File: src/design/blur_settings.svh
`ifndef BLUR_SETTINGS_SVH
`define BLUR_SETTINGS_SVH

// frame geometry, kept small so one simulation covers whole frames
// frame width in pixels
`define BLUR_IMG_W 10

// frame height in pixels
`define BLUR_IMG_H 6

// side of the square box kernel
`define BLUR_K 5

// fraction bits of the weight, divisor is 2**BLUR_FRAC = 128
`define BLUR_FRAC 7

// weight after reset
// 5/128 is close to 1/25
`define BLUR_WEIGHT_RST 5

`endif

File: src/design/blur_pkg.sv
`default_nettype none

package blur_pkg;

    // one colour channel of an rgb444 pixel
    typedef logic [3:0] channel_t;

    // red in [11:8], green in [7:4], blue in [3:0]
    typedef logic [11:0] pixel_t;

    // sum of 25 channels, at most 25 * 15 = 375
    typedef logic [8:0] wsum_t;

    // kernel weight in units of 1/128
    typedef logic [7:0] weight_t;

    // one beat of the packet stream
    typedef struct packed {
        logic   valid;
        logic   sop;
        logic   eop;
        pixel_t data;
    } stream_t;

    // active configuration seen by the datapath
    typedef struct packed {
        logic    enable;
        weight_t weight;
    } blur_cfg_t;

endpackage

`default_nettype wire

File: src/design/blur_cfg_regs.sv
`timescale 1ns/1ps
`default_nettype none

`include "blur_settings.svh"

module blur_cfg_regs (
    input  wire logic                clk,
    input  wire logic                rst_n,
    input  wire logic                cfg_write,
    input  wire logic                cfg_addr,
    input  wire logic [7:0]          cfg_data,
    input  wire logic                frame_start,
    input  wire logic                frame_done,
    output blur_pkg::blur_cfg_t      cfg,
    output logic [15:0]              frame_count
);

    // shadow copy written by the host at any time
    logic               shadow_en;
    blur_pkg::weight_t  shadow_wt;

    // address 0 is the enable bit, address 1 the weight
    always_ff @(posedge clk) begin
        if (!rst_n) begin
            shadow_en <= 1'b1;
            shadow_wt <= blur_pkg::weight_t'(`BLUR_WEIGHT_RST);
        end else if (cfg_write) begin
            if (cfg_addr) begin
                shadow_wt <= cfg_data;
            end else begin
                shadow_en <= cfg_data[0];
            end
        end
    end

    // active copy only moves on the first pixel of a frame
    // so a frame is processed with one setting throughout
    always_ff @(posedge clk) begin
        if (!rst_n) begin
            cfg.enable <= 1'b1;
            cfg.weight <= blur_pkg::weight_t'(`BLUR_WEIGHT_RST);
        end else if (frame_start) begin
            cfg.enable <= shadow_en;
            cfg.weight <= shadow_wt;
        end
    end

    // one count per eop beat taken downstream
    always_ff @(posedge clk) begin
        if (!rst_n) begin
            frame_count <= '0;
        end else if (frame_done) begin
            frame_count <= frame_count + 16'd1;
        end
    end

endmodule

`default_nettype wire

File: src/design/blur_top.sv
`timescale 1ns/1ps
`default_nettype none

`include "blur_settings.svh"

module blur_top (
    input  wire logic               clk,
    input  wire logic               rst_n,
    input  wire logic               valid_in,
    input  wire logic               sop_in,
    input  wire logic               eop_in,
    input  wire blur_pkg::pixel_t   data_in,
    input  wire logic               ready_in,
    output logic                    ready_out,
    input  wire logic               cfg_write,
    input  wire logic               cfg_addr,
    input  wire logic [7:0]         cfg_data,
    output logic [15:0]             frame_count,
    output logic                    valid_out,
    output logic                    sop_out,
    output logic                    eop_out,
    output blur_pkg::pixel_t        data_out
);

    localparam int COL_W = $clog2(`BLUR_IMG_W);
    localparam int ROW_W = $clog2(`BLUR_IMG_H);

    logic                                       pixel_accept;
    logic                                       frame_start;
    logic                                       frame_done;
    logic                                       accept_q;
    logic [ROW_W-1:0]                           row;
    logic [COL_W-1:0]                           col;
    blur_pkg::pixel_t [`BLUR_K*`BLUR_K-1:0]     window;
    blur_pkg::blur_cfg_t                        cfg;
    blur_pkg::stream_t                          frame;
    blur_pkg::stream_t                          out;

    // ready is a straight pass-through, the pipeline only moves with it
    assign ready_out    = ready_in;
    assign pixel_accept = valid_in & ready_out;

    // frame length comes from the size macros
    // eop_in only marks the last accepted pixel of a frame
    assign frame_start  = pixel_accept & sop_in;
    assign frame_done   = out.valid & out.eop & ready_in;

    blur_cfg_regs u_cfg (
        .clk, .rst_n, .cfg_write, .cfg_addr, .cfg_data,
        .frame_start, .frame_done, .cfg, .frame_count
    );

    line_window #(.COL_W(COL_W), .ROW_W(ROW_W)) u_window (
        .clk, .rst_n, .pixel_accept, .sop_in, .data_in,
        .window, .row, .col, .accept_q
    );

    stream_framer #(.COL_W(COL_W), .ROW_W(ROW_W)) u_framer (
        .clk, .rst_n, .accept_q, .row, .col, .ready_in, .cfg, .frame
    );

    box_sum u_sum (
        .clk, .rst_n, .ready_in, .window, .frame, .cfg, .out
    );

    assign valid_out = out.valid;
    assign sop_out   = out.sop;
    assign eop_out   = out.eop;
    assign data_out  = out.data;

endmodule

`default_nettype wire

File: src/design/box_sum.sv
`timescale 1ns/1ps
`default_nettype none

`include "blur_settings.svh"

module box_sum (
    input  wire logic                                    clk,
    input  wire logic                                    rst_n,
    input  wire logic                                    ready_in,
    input  wire blur_pkg::pixel_t [`BLUR_K*`BLUR_K-1:0]  window,
    input  wire blur_pkg::stream_t                       frame,
    input  wire blur_pkg::blur_cfg_t                     cfg,
    output blur_pkg::stream_t                            out
);

    localparam int N      = `BLUR_K * `BLUR_K;
    localparam int CH_W   = $bits(blur_pkg::channel_t);
    localparam int PROD_W = $bits(blur_pkg::wsum_t) + $bits(blur_pkg::weight_t);

    // adder trees over the current window
    blur_pkg::wsum_t sum_r, sum_g, sum_b;

    // stage 1, control comes already registered from the framer
    blur_pkg::wsum_t     s1_r, s1_g, s1_b;
    blur_pkg::pixel_t    s1_pix;
    blur_pkg::blur_cfg_t s1_cfg;
    blur_pkg::stream_t   s1;

    // stage 2, weighted sums
    logic [PROD_W-1:0]   s2_r, s2_g, s2_b;
    logic                s2_en;
    blur_pkg::stream_t   s2;

    always_comb begin
        sum_r = '0;
        sum_g = '0;
        sum_b = '0;
        for (int i = 0; i < N; i++) begin
            sum_r = sum_r + blur_pkg::wsum_t'(window[i][11:8]);
            sum_g = sum_g + blur_pkg::wsum_t'(window[i][7:4]);
            sum_b = sum_b + blur_pkg::wsum_t'(window[i][3:0]);
        end
    end

    // newest window pixel is the bypass value
    // cfg rides along so a frame boundary in flight keeps its own setting
    always_ff @(posedge clk) begin
        if (ready_in) begin
            s1_r   <= sum_r;
            s1_g   <= sum_g;
            s1_b   <= sum_b;
            s1_pix <= window[0];
            s1_cfg <= cfg;
        end
    end

    assign s1 = '{valid: frame.valid, sop: frame.sop, eop: frame.eop, data: s1_pix};

    always_ff @(posedge clk) begin
        if (!rst_n) begin
            s2.valid <= 1'b0;
            s2.sop   <= 1'b0;
            s2.eop   <= 1'b0;
        end else if (ready_in) begin
            s2    <= s1;
            s2_r  <= PROD_W'(s1_r) * PROD_W'(s1_cfg.weight);
            s2_g  <= PROD_W'(s1_g) * PROD_W'(s1_cfg.weight);
            s2_b  <= PROD_W'(s1_b) * PROD_W'(s1_cfg.weight);
            s2_en <= s1_cfg.enable;
        end
    end

    // divide by 2**FRAC, floor, low four bits per channel
    always_ff @(posedge clk) begin
        if (!rst_n) begin
            out.valid <= 1'b0;
            out.sop   <= 1'b0;
            out.eop   <= 1'b0;
        end else if (ready_in) begin
            out.valid <= s2.valid;
            out.sop   <= s2.sop;
            out.eop   <= s2.eop;
            out.data  <= s2_en ? {s2_r[`BLUR_FRAC +: CH_W],
                                  s2_g[`BLUR_FRAC +: CH_W],
                                  s2_b[`BLUR_FRAC +: CH_W]}
                               : s2.data;
        end
    end

endmodule

`default_nettype wire

File: src/design/line_window.sv
`timescale 1ns/1ps
`default_nettype none

`include "blur_settings.svh"

module line_window #(
    parameter int COL_W = $clog2(`BLUR_IMG_W),
    parameter int ROW_W = $clog2(`BLUR_IMG_H)
) (
    input  wire logic                                    clk,
    input  wire logic                                    rst_n,
    input  wire logic                                    pixel_accept,
    input  wire logic                                    sop_in,
    input  wire blur_pkg::pixel_t                        data_in,
    output blur_pkg::pixel_t [`BLUR_K*`BLUR_K-1:0]       window,
    output logic [ROW_W-1:0]                             row,
    output logic [COL_W-1:0]                             col,
    output logic                                         accept_q
);

    localparam int K     = `BLUR_K;
    localparam int LINES = `BLUR_K - 1;

    // one entry per column, line k holds the pixel k+1 rows above
    blur_pkg::pixel_t line_mem [LINES][`BLUR_IMG_W];

    // window rows, [k][0] is the newest pixel of row k above
    blur_pkg::pixel_t win [K][K];

    // position the incoming pixel will take
    logic [COL_W-1:0] col_next;
    logic [ROW_W-1:0] row_next;
    logic             last_col;

    // column of the incoming pixel doubles as line buffer address
    blur_pkg::pixel_t tap [K];

    assign last_col = (col == COL_W'(`BLUR_IMG_W - 1));

    always_comb begin
        if (sop_in) begin
            // frame restarts at the top left corner
            col_next = '0;
            row_next = '0;
        end else if (last_col) begin
            col_next = '0;
            row_next = row + ROW_W'(1);
        end else begin
            col_next = col + COL_W'(1);
            row_next = row;
        end
    end

    // vertical taps, same column in the rows above
    always_comb begin
        tap[0] = data_in;
        for (int k = 1; k < K; k++) begin
            tap[k] = line_mem[k-1][col_next];
        end
    end

    // line buffers form a cascade
    // each one forwards the pixel it held for this column
    always_ff @(posedge clk) begin
        if (pixel_accept) begin
            for (int k = 0; k < LINES; k++) begin
                line_mem[k][col_next] <= tap[k];
            end
        end
    end

    // horizontal shift inside each window row
    always_ff @(posedge clk) begin
        if (pixel_accept) begin
            for (int k = 0; k < K; k++) begin
                win[k][0] <= tap[k];
                for (int j = 1; j < K; j++) begin
                    win[k][j] <= win[k][j-1];
                end
            end
        end
    end

    // flatten, index 0 is the newest pixel
    always_comb begin
        for (int k = 0; k < K; k++) begin
            for (int j = 0; j < K; j++) begin
                window[k*K + j] = win[k][j];
            end
        end
    end

    // raster position of the newest pixel in the window
    always_ff @(posedge clk) begin
        if (!rst_n) begin
            row      <= '0;
            col      <= '0;
            accept_q <= 1'b0;
        end else begin
            accept_q <= pixel_accept;
            if (pixel_accept) begin
                row <= row_next;
                col <= col_next;
            end
        end
    end

endmodule

`default_nettype wire

File: src/design/stream_framer.sv
`timescale 1ns/1ps
`default_nettype none

`include "blur_settings.svh"

module stream_framer #(
    parameter int COL_W = $clog2(`BLUR_IMG_W),
    parameter int ROW_W = $clog2(`BLUR_IMG_H)
) (
    input  wire logic                   clk,
    input  wire logic                   rst_n,
    input  wire logic                   accept_q,
    input  wire logic [ROW_W-1:0]       row,
    input  wire logic [COL_W-1:0]       col,
    input  wire logic                   ready_in,
    input  wire blur_pkg::blur_cfg_t    cfg,
    output blur_pkg::stream_t           frame
);

    // first position whose 5x5 window is fully inside the frame
    localparam logic [ROW_W-1:0] ROW_FIRST = ROW_W'(`BLUR_K - 1);
    localparam logic [COL_W-1:0] COL_FIRST = COL_W'(`BLUR_K - 1);

    // bottom right corner, end of frame in both modes
    localparam logic [ROW_W-1:0] ROW_LAST  = ROW_W'(`BLUR_IMG_H - 1);
    localparam logic [COL_W-1:0] COL_LAST  = COL_W'(`BLUR_IMG_W - 1);

    // window changed but the pipeline was stalled
    logic pending;

    // window holds a pixel that has not yet been framed
    logic fresh;

    logic in_range;
    logic emit;
    logic is_first;
    logic is_last;

    assign fresh = accept_q | pending;

    // accept_q lasts one cycle, keep it until the next advance
    always_ff @(posedge clk) begin
        if (!rst_n) begin
            pending <= 1'b0;
        end else if (ready_in) begin
            pending <= 1'b0;
        end else if (accept_q) begin
            pending <= 1'b1;
        end
    end

    assign in_range = (row >= ROW_FIRST) && (col >= COL_FIRST);
    assign is_last  = (row == ROW_LAST) && (col == COL_LAST);

    always_comb begin
        if (cfg.enable) begin
            // blur, only full windows produce a pixel
            emit     = fresh && in_range;
            is_first = (row == ROW_FIRST) && (col == COL_FIRST);
        end else begin
            // bypass, every pixel goes through
            emit     = fresh;
            is_first = (row == '0) && (col == '0);
        end
    end

    // registered to line up with the first summing stage
    // data is filled in by box_sum
    always_ff @(posedge clk) begin
        if (!rst_n) begin
            frame <= '0;
        end else if (ready_in) begin
            frame.valid <= emit;
            frame.sop   <= emit && is_first;
            frame.eop   <= emit && is_last;
            frame.data  <= '0;
        end
    end

endmodule

`default_nettype wire

File: config.mk
export PLATFORM = sky130hd
export DESIGN_NAME = blur_top
export DESIGN_NICKNAME = d
export VERILOG_FILES = /design/src/design/blur_pkg.sv /design/src/design/blur_cfg_regs.sv /design/src/design/blur_top.sv /design/src/design/box_sum.sv /design/src/design/line_window.sv /design/src/design/stream_framer.sv
export VERILOG_INCLUDE_DIRS = /design/src /design/src/design
export SDC_FILE = /design/constraint.sdc
export NUM_CORES = 1
export LEC_CHECK = 0
export ABC_AREA = 1
export BUFFER_PORTS_ARGS = -buffer_cell sky130_fd_sc_hd__buf_4
export CAP_MARGIN = 40
export CORE_MARGIN = 2
export CORE_UTILIZATION = 35
export CTS_CLUSTER_SIZE = 10
export DETAILED_ROUTE_END_ITERATION = 8
export HOLD_SLACK_MARGIN = 0.05
export SLEW_MARGIN = 20
export SYNTH_ARGS = -nofsm -noshare
export SYNTH_HDL_FRONTEND = slang
export SYNTH_SLANG_ARGS = --single-unit
File: constraint.sdc
create_clock -name clk -period 14.1 [get_ports clk]
set_input_delay 2.82 -clock clk [delete_from_list [all_inputs] [get_ports clk]]
set_output_delay 2.82 -clock clk [all_outputs]
set_load 0.1 [all_outputs]
Yosys cells after proc, flatten, opt, wreduce, memory -nomap -nowiden
Memories as Yosys holds them, arrays and structs flattened.
Cells that the tools add are included.
{"block": "op_classes", "n_lt_le_gt_ge": 4, "muxes": 24, "n_eq_ne": 4, "bitwise": 8, "n_mul": 3, "n_reduce_logical": 16, "n_addsub": 75}
{"operator": "$add A9 B4 Y9", "count": 69}
{"operator": "$bmux W12 S4", "count": 4}
{"operator": "$mux W12", "count": 10}
{"operator": "$mux W120", "count": 1}
{"operator": "$demux W12 S4", "count": 1}
{"operator": "$mul A9 B8 Y11", "count": 3}
{"operator": "$add A16 B1 Y16 const B", "count": 1}
{"operator": "$add A4 B4 Y5", "count": 3}
{"operator": "$logic_and A1 B1 Y1", "count": 8}
{"operator": "$mux W4", "count": 2}
{"operator": "$reduce_and A2 Y1", "count": 4}
{"operator": "$eq A3 B3 Y1 const B", "count": 2}
{"operator": "$mux W3", "count": 2}
{"operator": "$ge A5 B5 Y1 const B", "count": 1}
{"operator": "$lt A5 B1 Y1 const B", "count": 1}
{"operator": "$not A4 Y5", "count": 1}
{"operator": "$add A4 B1 Y4 const B", "count": 1}
{"operator": "$and A1 B1 Y1", "count": 4}
{"operator": "$eq A4 B3 Y1 const B", "count": 1}
{"operator": "$eq A4 B4 Y1 const B", "count": 1}
{"operator": "$ge A4 B3 Y1 const B", "count": 1}
{"operator": "$logic_not A4 Y1", "count": 1}
{"operator": "$mux W1", "count": 4}
{"operator": "$add A3 B1 Y3 const B", "count": 1}
{"operator": "other kinds (6)", "count": 7}
{"block": "word_totals", "n_memories": 2, "inputBits": 28, "mem_bits_rw": 780, "ff_bits": 158, "word_cells": 166}
{"name": "u_window.line_mem", "words": 4, "word_bits": 120, "read_ports": 4, "rd_clocked_by_memory_dff": 0, "write_ports": 4, "line_no": "line_window.sv:25", "rtl": "blur_pkg::pixel_t line_mem [LINES][`BLUR_IMG_W];"}
{"name": "u_window.win", "words": 5, "word_bits": 60, "read_ports": 5, "rd_clocked_by_memory_dff": 0, "write_ports": 5, "line_no": "line_window.sv:28", "rtl": "blur_pkg::pixel_t win [K][K];"}

Logic depth before layout (Yosys ltp)
An unclocked memory read counts as a cell.
{"block": "depth", "depth_word": 25, "depth_mapped": 22, "depth_no_buf": 22}

Hierarchy
From an unflattened synthesis, not the netlist that was laid out.
{"block": "unflattened", "hier_cells": 4431, "hier_area_um2": 48296.3}
{"module": "line_window", "instances": 1, "area_each_um2": 30010.0, "cells_per_inst": 2395}
{"module": "box_sum", "instances": 1, "area_each_um2": 16467.0, "cells_per_inst": 1781}
{"module": "blur_cfg_regs", "instances": 1, "area_each_um2": 1443.9, "cells_per_inst": 196}
{"module": "stream_framer", "instances": 1, "area_each_um2": 339.1, "cells_per_inst": 51}
{"module": "blur_top", "instances": 1, "area_each_um2": 36.3, "cells_per_inst": 8}

Worst setup path after synthesis
No wires, ideal clock.
{"block": "synth_path", "path_type": "input port to flip-flop", "from": "input port valid_in", "to": "memory u_window.line_mem[0][0] (netlist name), enable pin", "required_time_ns": 13.592, "cell_stages": 4, "setup_slack_ns": 2.116, "arrival_ns": 11.476, "cell_sequence": "nand2_1 > clkinv_1 > nand3_1 > nor2_1"}
{"element": "from (decl)", "line_no": "blur_top.sv:9", "rtl": "input wire logic valid_in,"}
{"element": "to (decl)", "line_no": "line_window.sv:25"}

==> flow_summary.yaml <==
outcome:
  status: "complete, no violations"
global_routing:
  grt_pass1_vias: 27000
  antenna_found_initial: 5
  overflow: 0
  grt_start_max_net_pins: 104
  grt_usage: 0.144
  grt_pass1_wl_um: 152000
die:
  initial_core_util: 0.353
  rows: 133
  fp.dieW_um: 368
  die-area_sq_um: 136000
  pin_count: 60
  core_sq_um: 132000
  die_h_um: 368
yosys:
  muxShareOfSynthArea: 0.00315
  syn_area_sq_um: 46500
  synthFlopType: "edfxtp_1"
  synth_top_family_by_area: "adder cells"
  ys_ff_latch: 917
  async_reset_ff_frac: 0
  synth_cell_type_count: 39
  synth_edf_count: 865
  synthSimpleGateAreaFrac: 0.139
  ys_seq_area_frac: 0.581
  synth_xor_area_frac: 0.00867
  synth_nets: 4489
  syn_avg_cell_area_sq_um: 11.7
  postSynthCellCount: 3971
  synth_compound_area_frac: 0.0129
  synth_fa_ha_area_frac: 0.190
  yosysWarnings: 0
final_layout:
  stdcell_area_sq_um: 52200
  antenna_cells: 0
  nets: 4593
  stdcell_count: 5871
  utilization: 0.397
  drive_gt1_frac: 0.0668
  area_growth_pct: 12.4
clocking:
  postCtsHoldBufs: 0
  root_buffer: "clkbuf_16"
  cts_num_sinks: 917
  h-tree-depth: 3
  post-cts-setup-buffers: 0
  path_clk_slew_ns: 0.06
  postCtsResizedCells: 0
  ctsLongestPathBuffers: 3
  cts_buffers: 106
  cts_tree: "built"
  clk_latency_ns: 0.69
critical_path:
  cp_slowest_cell: "fa_1"
  slowest_delay_ns: 0.54
  path_common_cell: "fa_1"
  critPathKind: "register to register"
  required_ns: 14.48
  arrival_ns: 6.84
  worstSetupStartpointType: "register"
  cp_cell_sequence: "ha_1 > fa_1 > xor2_1 > fa_1 > inv_1 > fa_1 > inv_1 > fa_1 > fa_1 > fa_1 > fa_1 > fa_1 > ha_1 > fa_1 > a31oi_1 > nor2_1 > nor2_1 > o21bai_1"
  cp_max_fo: 3
  regToRegSetupSlack_ns: 7.64
  cp-end-kind: "register"
place:
  dp.cells: 5721
  place_area_sq_um: 49300
  dp_hpwl_um: 60500
  port_buffers: 58
  routabilityCongestion: 0.783
routing:
  wl_per_cell_um: 16.4
  dr.first_iter.drc_count: 1762
  postRouteAntennaNets: 0
  avgViaCountPerCell: 4.53
  drc: 0
  wl_um: 96300
  vias: 26600
  first_pass_iters: 5
sta:
  hold_viol_final: 0
  setup_tns_ns: 0
  whs_ns: 0.415
  period_minus_slack_ns: 6.46
  slew_headroom: 0.409
  timing.final.crit_share: 0.458
  finalSetupViolCount: 0
  timing.fmax_mhz: 155
  rsz0062_at_grt: "false"
  worst_pin_slew_ns: 0.887
  slew_viol_final: 0
  clock-skew-final_ns: 0.0378
power:
  pwr_density_cell_nw_per_um2: 240
  leakagePower_nw: 22.1
  irDropWorstVdd_uv: 451
min_path:
  hp-class: "register to register"
flow_run:
  cap_viol_max_count: 0
==> logic make-up (layout without fill, tap and decap cells) <==
group,count (synthesis),after routing
AO/OA/AOI/OAI,110,110
XOR/XNOR,46,46
adder cells (fa/ha/maj),490,490
buffers and inverters,756,901
flip-flops,917,917
multiplexers,13,13
AND/OR/NAND/NOR,1639,1639
==> synth_stat cells (all sizes together) (4+ instances only) <==
cell	number	area, sq um
dfxtp	52	1040
ha	130	1630
nand2	1372	5160
nand3	156	791
inv	639	2400
o21ai	32	160
a211oi	9	67.6
mux2	13	146
nor3	10	50.1
clkbuf	44	166
nor2	83	363
nand4	9	56.3
a21oi	56	280
o22ai	4	25.0
fa	360	7210
edfxtp	865	26000
xor2	34	298
xnor2	12	105
buf	71	427
or2	4	25.0
==> per-layer routing <==
| metal | up-vias | GRT usage | routed length [um] |
|---|---|---|---|
| met5 | - | 0 | 0 |
| met4 | 0 | 0.0436 | 2100 |
| met3 | 125 | 0.0230 | 5530 |
| met2 | 598 | 0.240 | 46100 |
| met1 | 13100 | 0.194 | 42500 |
| li1 | 12800 | - | - |
==> state kept, by name, summed over array words and instances, names as in the netlist, 4 cells and up <==
| signal | count |
|---|---|
| u_window.line_mem | 480 |
| u_window.win | 300 |
| u_cfg.frame_count | 16 |
| u_sum.out | 15 |
| u_sum.s2 | 15 |
| u_sum.s1_pix | 12 |
| u_cfg.cfg | 9 |
| u_sum.s1_b | 9 |
| u_sum.s1_cfg | 9 |
| u_sum.s1_g | 9 |
| u_sum.s1_r | 9 |
| u_cfg.shadow_wt | 8 |
| u_sum.s2_b | 4 |
| u_sum.s2_g | 4 |
| u_sum.s2_r | 4 |
| u_window.col | 4 |
==> path summary, 6_finish.rpt <==
| check | startpoint | to | depth (start not counted) |
|---|---|---|---|
| worst max-delay path | u_window.win[0][52]$_DFFE_PP_ | u_sum.s1_g[8]$_DFFE_PP_ | 18 |
| worst min-delay path | u_sum.s1_pix[3]$_DFFE_PP_ | u_sum.s2[3]$_DFFE_PP_ | 0 |
| worst max register to register | u_window.win[0][52]$_DFFE_PP_ | u_sum.s1_g[8]$_DFFE_PP_ | 18 |
| worst min register to register | u_sum.s1_pix[3]$_DFFE_PP_ | u_sum.s2[3]$_DFFE_PP_ | 0 |
==> worst max-delay path, delay by kind of cell (launching register included) <==
kind / cells / cell delay [ns]
xor gates and xnor gates: 1 / 0.18
DFF: 1 / 0.52
adders and majority gates: 11 / 4.77
and+or+nand+nor: 2 / 0.18
buffers and inverters: 2 / 0.10
AOI/OAI and AO/OA: 2 / 0.40
==> layout make-up <==
class | count | area [sq um]
Clock buffer | 130 | 2740
Tap cell | 1755 | 2200
Sequential cell | 917 | 27000
Fill cell | 12200 | 79400
Timing Repair Buffer | 111 | 1110
Inverter | 641 | 2420
Multi-Input combinational cell | 2298 | 16500
Clock inverter | 19 | 210
==> layout by cell type, fill, tap and decap left out, drive strengths merged, types with 13 or more instances in the layout <==
master	Yosys	final
nand2	1372	1372
edfxtp	865	865
inv	639	644
fa	360	360
nand3	156	156
ha	130	130
clkbuf	44	130
buf	71	111
nor2	83	83
a21oi	56	56
dfxtp	52	52
xor2	34	34
o21ai	32	32
clkinv	2	14
mux2	13	13
==> per-stage QoR <==
stage	setup slack [ns]	power (W)
floorplan	2.12	0.00873
global placement	7.54	0.0101
detailed placement	7.59	0.0102
CTS	7.67	0.0127
global route	7.44	0.0139
finish	7.64	0.0125
==> power breakdown <==
part | total [W] | internal (W) | switching [W] | leakage (nW)
registers | 0.00372 | 0.00358 | 0.000141 | 8.41
clock network | 0.00242 | 0.00136 | 0.00106 | 1.42
logic | 0.00640 | 0.00272 | 0.00369 | 12.3
total | 0.0125 | 0.00766 | 0.00489 | 22.1
(Power assumes the default switching activity.)
